### config.mk
export PLATFORM = sky130hd
export DESIGN_NAME = flash_sequencer
export DESIGN_NICKNAME = d
export VERILOG_FILES = /design/src/source/flash_pkg.sv /design/src/source/flash_sequencer.sv
export SDC_FILE = /design/constraint.sdc
export NUM_CORES = 1
export LEC_CHECK = 0
export BUFFER_PORTS_ARGS = -buffer_cell sky130_fd_sc_hd__buf_2
export CAP_MARGIN = 10
export CORE_MARGIN = 2
export CORE_UTILIZATION = 30
export CTS_BUF_LIST = sky130_fd_sc_hd__clkbuf_8
export DETAILED_ROUTE_END_ITERATION = 10
export RECOVER_POWER = 50
export SLEW_MARGIN = 5
export SYNTH_ARGS = -nofsm -noshare
export SYNTH_HDL_FRONTEND = slang
export SYNTH_SLANG_ARGS = --single-unit
### constraint.sdc
create_clock -name clk -period 2.87 [get_ports clk]
set_input_delay 0.574 -clock clk [delete_from_list [all_inputs] [get_ports clk]]
set_output_delay 0.574 -clock clk [all_outputs]
set_load 0.02 [all_outputs]
### src/source/flash_pkg.sv
package flash_pkg;

    // ==============================
    // host command word
    // ==============================

    // host format is 0x0NNN0MMM
    // NNN = bytes sent from the write buffer, MMM = response bytes kept in the read buffer
    // both counts are limited to 9 bits
    typedef union packed {
        logic [31:0] raw;               // word as written by the host
        struct packed {
            logic [6:0] rsvd_hi;        // ignored
            logic [8:0] wr_bytes;       // bytes to shift out on mosi
            logic [6:0] rsvd_lo;        // ignored
            logic [8:0] rd_bytes;       // bytes to capture from miso
        } fields;
    } flash_cmd_u;

    // ==============================
    // sequencer states
    // ==============================

    // each value is a bit index into the one-hot state vector, not an encoding
    typedef enum logic [3:0] {
        IDLE          = 4'd0,
        START_CMD     = 4'd1,   // ss still high, primes the 1-cycle buffer read
        SEND_CMD      = 4'd2,
        FINISH_CMD    = 4'd3,
        RECEIVE_RSP   = 4'd4,
        START_BS_CMD  = 4'd5,
        SEND_BS_CMD   = 4'd6,
        FINISH_BS_CMD = 4'd7,
        READ_BS       = 4'd8,   // streamed bitstream read
        BS_DONE       = 4'd9    // end strobe, ss back high
    } seq_state_e;

    localparam int NUM_STATES = 10;     // width of the one-hot vector

    // bitstream read command is always 4 bytes, loaded into the write buffer
    // by the loader before it raises bs_start
    localparam int BS_CMD_BITS = 32;

endpackage

### src/source/flash_sequencer.sv
`timescale 1ns/1ps

module flash_sequencer import flash_pkg::*; #(
    parameter int BITSTREAM_BITS = 24090592         // bits in the streamed read
) (
    input  logic        clk,
    input  logic        bit_cnt_reset,              // sync reset, active high
    input  flash_cmd_u  cmd_word,
    input  logic        cmd_strobe,                 // single-cycle, only seen in IDLE
    input  logic        loader_busy,
    input  logic        bs_start,                   // level request from the loader
    output logic        spi_ss,
    output logic        wbuf_rd_en,
    output logic        rbuf_wr_en,
    output logic        bs_bit_valid,
    output logic        end_bitstream,
    output logic [11:0] bit_addr
);

    // counter has to reach BITSTREAM_BITS-1
    localparam int BS_CNT_W = (BITSTREAM_BITS > 1) ? $clog2(BITSTREAM_BITS) : 1;
    localparam logic [BS_CNT_W-1:0] BS_CNT_LAST = BS_CNT_W'(BITSTREAM_BITS - 1);
    localparam logic [11:0] BS_CMD_END = 12'(BS_CMD_BITS);
    localparam logic [NUM_STATES-1:0] IDLE_ONEHOT = NUM_STATES'(1) << IDLE;

    // ==============================
    // command latch
    // ==============================

    logic        cmd_accept;
    logic [8:0]  wr_bytes_q;                        // held for the whole transaction
    logic [8:0]  rd_bytes_q;
    logic [11:0] wr_bits_end;                       // counter value in the last send cycle
    logic [11:0] rd_bits_last;                      // counter value in the last receive cycle

    logic [NUM_STATES-1:0] state;
    logic [NUM_STATES-1:0] state_nxt;

    // host loses to a busy loader, zero write count is not a transaction
    assign cmd_accept = state[IDLE] && cmd_strobe && !loader_busy
                        && (cmd_word.fields.wr_bytes != 9'd0);

    always_ff @(posedge clk) begin
        if (cmd_accept) begin
            wr_bytes_q <= cmd_word.fields.wr_bytes;
            rd_bytes_q <= cmd_word.fields.rd_bytes;
        end
    end

    // counter is one ahead of mosi since the buffer read is registered
    assign wr_bits_end  = {wr_bytes_q, 3'b000};
    assign rd_bits_last = {rd_bytes_q, 3'b000} - 12'd1;

    // ==============================
    // bit and bitstream counters
    // ==============================

    logic                bit_cnt_clr;               // held at zero outside the shift phases
    logic [11:0]         bit_cnt;
    logic [BS_CNT_W-1:0] bs_cnt;

    assign bit_cnt_clr = state[IDLE] || state[FINISH_CMD] || state[FINISH_BS_CMD]
                         || state[READ_BS] || state[BS_DONE];

    always_ff @(posedge clk) begin
        if (bit_cnt_reset || bit_cnt_clr) begin
            bit_cnt <= '0;
        end else begin
            bit_cnt <= bit_cnt + 12'd1;
        end
    end

    // only runs while the bitstream streams out
    always_ff @(posedge clk) begin
        if (bit_cnt_reset || !state[READ_BS]) begin
            bs_cnt <= '0;
        end else begin
            bs_cnt <= bs_cnt + 1'b1;
        end
    end

    // ==============================
    // state machine
    // ==============================

    always_ff @(posedge clk) begin
        if (bit_cnt_reset) begin
            state <= IDLE_ONEHOT;
        end else begin
            state <= state_nxt;
        end
    end

    always_comb begin
        state_nxt = '0;                             // exactly one bit set below
        case (1'b1)
            state[IDLE]: begin
                if (cmd_accept) begin
                    state_nxt[START_CMD] = 1'b1;
                end else if (bs_start) begin
                    state_nxt[START_BS_CMD] = 1'b1;
                end else begin
                    state_nxt[IDLE] = 1'b1;
                end
            end

            // ---- host transaction
            state[START_CMD]: state_nxt[SEND_CMD] = 1'b1;
            state[SEND_CMD]: begin
                if (bit_cnt == wr_bits_end) begin
                    state_nxt[FINISH_CMD] = 1'b1;
                end else begin
                    state_nxt[SEND_CMD] = 1'b1;
                end
            end
            state[FINISH_CMD]: begin
                if (rd_bytes_q == 9'd0) begin       // nothing to capture
                    state_nxt[IDLE] = 1'b1;
                end else begin
                    state_nxt[RECEIVE_RSP] = 1'b1;
                end
            end
            state[RECEIVE_RSP]: begin
                if (bit_cnt == rd_bits_last) begin
                    state_nxt[IDLE] = 1'b1;
                end else begin
                    state_nxt[RECEIVE_RSP] = 1'b1;
                end
            end

            // ---- bitstream read, fixed 4-byte command
            state[START_BS_CMD]: state_nxt[SEND_BS_CMD] = 1'b1;
            state[SEND_BS_CMD]: begin
                if (bit_cnt == BS_CMD_END) begin
                    state_nxt[FINISH_BS_CMD] = 1'b1;
                end else begin
                    state_nxt[SEND_BS_CMD] = 1'b1;
                end
            end
            state[FINISH_BS_CMD]: state_nxt[READ_BS] = 1'b1;
            state[READ_BS]: begin
                if (bs_cnt == BS_CNT_LAST) begin
                    state_nxt[BS_DONE] = 1'b1;
                end else begin
                    state_nxt[READ_BS] = 1'b1;
                end
            end
            state[BS_DONE]: state_nxt[IDLE] = 1'b1;

            default: state_nxt[IDLE] = 1'b1;        // lost one-hot, fall back to idle
        endcase
    end

    // ==============================
    // outputs
    // ==============================

    // buffer read runs one cycle ahead of mosi, so START already reads
    assign wbuf_rd_en = state[START_CMD] || state[SEND_CMD]
                        || state[START_BS_CMD] || state[SEND_BS_CMD];
    assign rbuf_wr_en = state[RECEIVE_RSP];

    // select is released whenever no transfer is on the wire
    assign spi_ss = state[IDLE] || state[START_CMD] || state[START_BS_CMD] || state[BS_DONE];

    assign bs_bit_valid  = state[READ_BS];
    assign end_bitstream = state[BS_DONE];          // one cycle only
    assign bit_addr      = bit_cnt;                 // same index for both buffers

endmodule

==> results.json <==
{
  "status": "finished clean",
  "cts_hold_buf": 0,
  "yosys.area_share.simple": 0.276,
  "antenna_found_initial": 0,
  "gp_congestion": 0.774,
  "syn_avg_cell_area_um2": 9.58,
  "antenna_cells": 0,
  "fin_crit_sh": 0.746,
  "synth-compound-area-share": 0.0534,
  "start_kind": "flop",
  "synth_top_family_by_area": "simple AND/OR/NAND/NOR gates",
  "synth_ff_type": "dfxtp_1",
  "synthAdderAreaFrac": 0.0163,
  "critical_path_class": "reg2reg",
  "areaGrowthSynthToFinish_pct": 15.2,
  "htreeDepth": 3,
  "clk_path_buf_depth": 2,
  "powerDensity_nw_per_um2": 493,
  "final-setup-viol-count": 0,
  "numPortBuffers": 39,
  "vias": 2472,
  "core_area_um2": 9860,
  "synth_warnings": 0,
  "timing.fmax_mhz": 467,
  "synth_cell_type_count": 44,
  "grt_overflow_total": 0,
  "maxSlewHeadroom": 0.193,
  "hold_violations": 0,
  "synth_edf_count": 18,
  "synth_top_area_frac": 0.307,
  "hp-class": "in2reg",
  "fillers": 1039,
  "clock_skew_ns": 0.0109,
  "ys_ff_latch": 65,
  "synth.net_count": 361,
  "grtUsageTotal": 0.132,
  "post-route-util": 0.358,
  "worst_ep_arrival_time_ns": 2.38,
  "maxSlewViolCount": 0,
  "tightest_slew_ns": 1.20,
  "grt_pass1_wl_mm": 11.6,
  "muxShareOfSynthArea": 0,
  "worst-path-max-fanout": 6,
  "ir_drop_mv": 0.195,
  "p_leak_nw": 1.12,
  "drive_gt1_frac": 0.124,
  "io_pins": 54,
  "antenna_left": 0,
  "yosysTopAreaCell": "dfxtp_1",
  "firstDrtPassIters": 4,
  "syn_area_um2": 3070,
  "viasPerCell": 4.99,
  "postCtsSetupRepairBufs": 0,
  "first_global_vias": 2411,
  "final_cell_mix": "nor2_1, dfxtp_1, xnor2_1",
  "drc": 0,
  "r2r-start": "rd_bytes_q[0]",
  "clk_pin_slew_ns": 0.08,
  "synth_area_leaders": "dfxtp_1, edfxtp_1, xnor2_1, nor2_1, xor2_1",
  "ys_seq_area_frac": 0.483,
  "die_y_um": 105,
  "drtIter0Drc": 87,
  "wl_mm": 6.93,
  "cts-root-buf": "clkbuf_8",
  "clk_latency_ns": 0.34,
  "die_w_um": 105,
  "die_area_um2": 11000,
  "num_rows": 36,
  "dp_hpwl_mm": 5.05,
  "wire_per_inst_um": 14.0,
  "cts_sinks": 65,
  "synthCells": 320,
  "numCtsBuffers": 9,
  "post_cts_resized": 0,
  "async_flop_share": 0,
  "crit_start": "rd_bytes_q[0]",
  "rsz0062_at_grt": "no",
  "start_util": 0.311,
  "cp.required_ns": 3.11,
  "nets": 398,
  "post-route-min-period_ns": 2.14,
  "maxCapViolCount": 0,
  "synth_xor_area_frac": 0.140,
  "crit_path_end_kind": "flop",
  "cts_tree": "yes",
  "grt_max_degree": 27,
  "hold_start": "cmd_word[3]",
  "finalSetupTns_ns": 0
}
## synth_stat cells (2+ instances only)
cell type and n:
a21oi_1 5, ha_1 4, edfxtp_1 18, nand4_1 14, or2_2 2, and3_1 6, inv_1 11, nand2b_1 3
o211ai_1 3, nor4b_1 6, o21ai_0 6, nor3b_1 2, nor2_1 47, nand2_1 14, xor2_1 16, and4_1 3
xnor2_1 33, nand3_1 19, nor4_1 13, nor3_1 8, clkbuf_1 13, dfxtp_1 47, or3_1 3, or4_1 2
nand3b_1 3
## state kept, by name, indices dropped and copies added, names as in the netlist
name,flops
rd_bytes_q,9
bs_cnt,25
state,10
bit_addr,12
wr_bytes_q,9
## path summary, 6_finish.rpt
kind | to | slack, ns | cells past startpoint
worst max register to register | state[4] | 0.73 | 7
worst max-delay path | state[4] | 0.73 | 7
worst min-delay path | rd_bytes_q[3] | 0.40 | 1
worst min register to register | bs_cnt[0] | 0.47 | 1
## per-layer routing
layer / GRT usage / vias up / share of wire
li1: - / 1215 / -
met1: 0.154 / 1206 / 0.43
met2: 0.231 / 43 / 0.52
met3: 0.0387 / 8 / 0.038
met4: 0.0429 / 0 / 0.013
met5: 0 / - / 0
## logic make-up (layout without fill, tap and decap cells)
group,Yosys count,in the layout
fa+ha+maj,4,4
simple gates,153,153
compound gates,24,24
xor+xnor,49,49
flops,65,65
buf+inv,25,67
## metrics by stage
step / worst slack (ns) / hold slack [ns] / cell area, um2 / instances / power (mW)
after floorplan: 0.586 / 0.441 / 3070 / 320 / 1.05
after global placement: 0.700 / 0.457 / 3390 / 479 / 1.09
after detailed placement: 0.683 / 0.463 / 3390 / 479 / 1.09
after CTS: 0.717 / 0.383 / 3560 / 495 / 1.77
after global routing: 0.548 / 0.385 / 3530 / 495 / 1.82
final: 0.730 / 0.399 / 3530 / 495 / 1.74
## power by group
group          switching, mW  internal, mW
Sequential            0.0158         0.961
Clock                  0.365         0.311
Combinational         0.0509        0.0374
Total                  0.432          1.31
## critical path, stage by stage, from the launching register on
cell and delay, ns:
edfxtp_1 0.44, inv_1 0.09, ha_1 0.26, nor4b_4 0.27, xnor2_1 0.09, or4_1 0.40, a32o_1 0.26, o2111a_1 0.23
## final cells by class
class,count,area (um2),share of cell area
inverter,11,41.3,0.0117
clock inverter,7,46.3,0.0131
tap,133,166,0.0471
timing repair buffer,40,184,0.0521
multi-input combinational,230,1490,0.422
clock buffer,9,124,0.0351
sequential,65,1480,0.419
No activity file was read; power rests on OpenSTA's default activity.
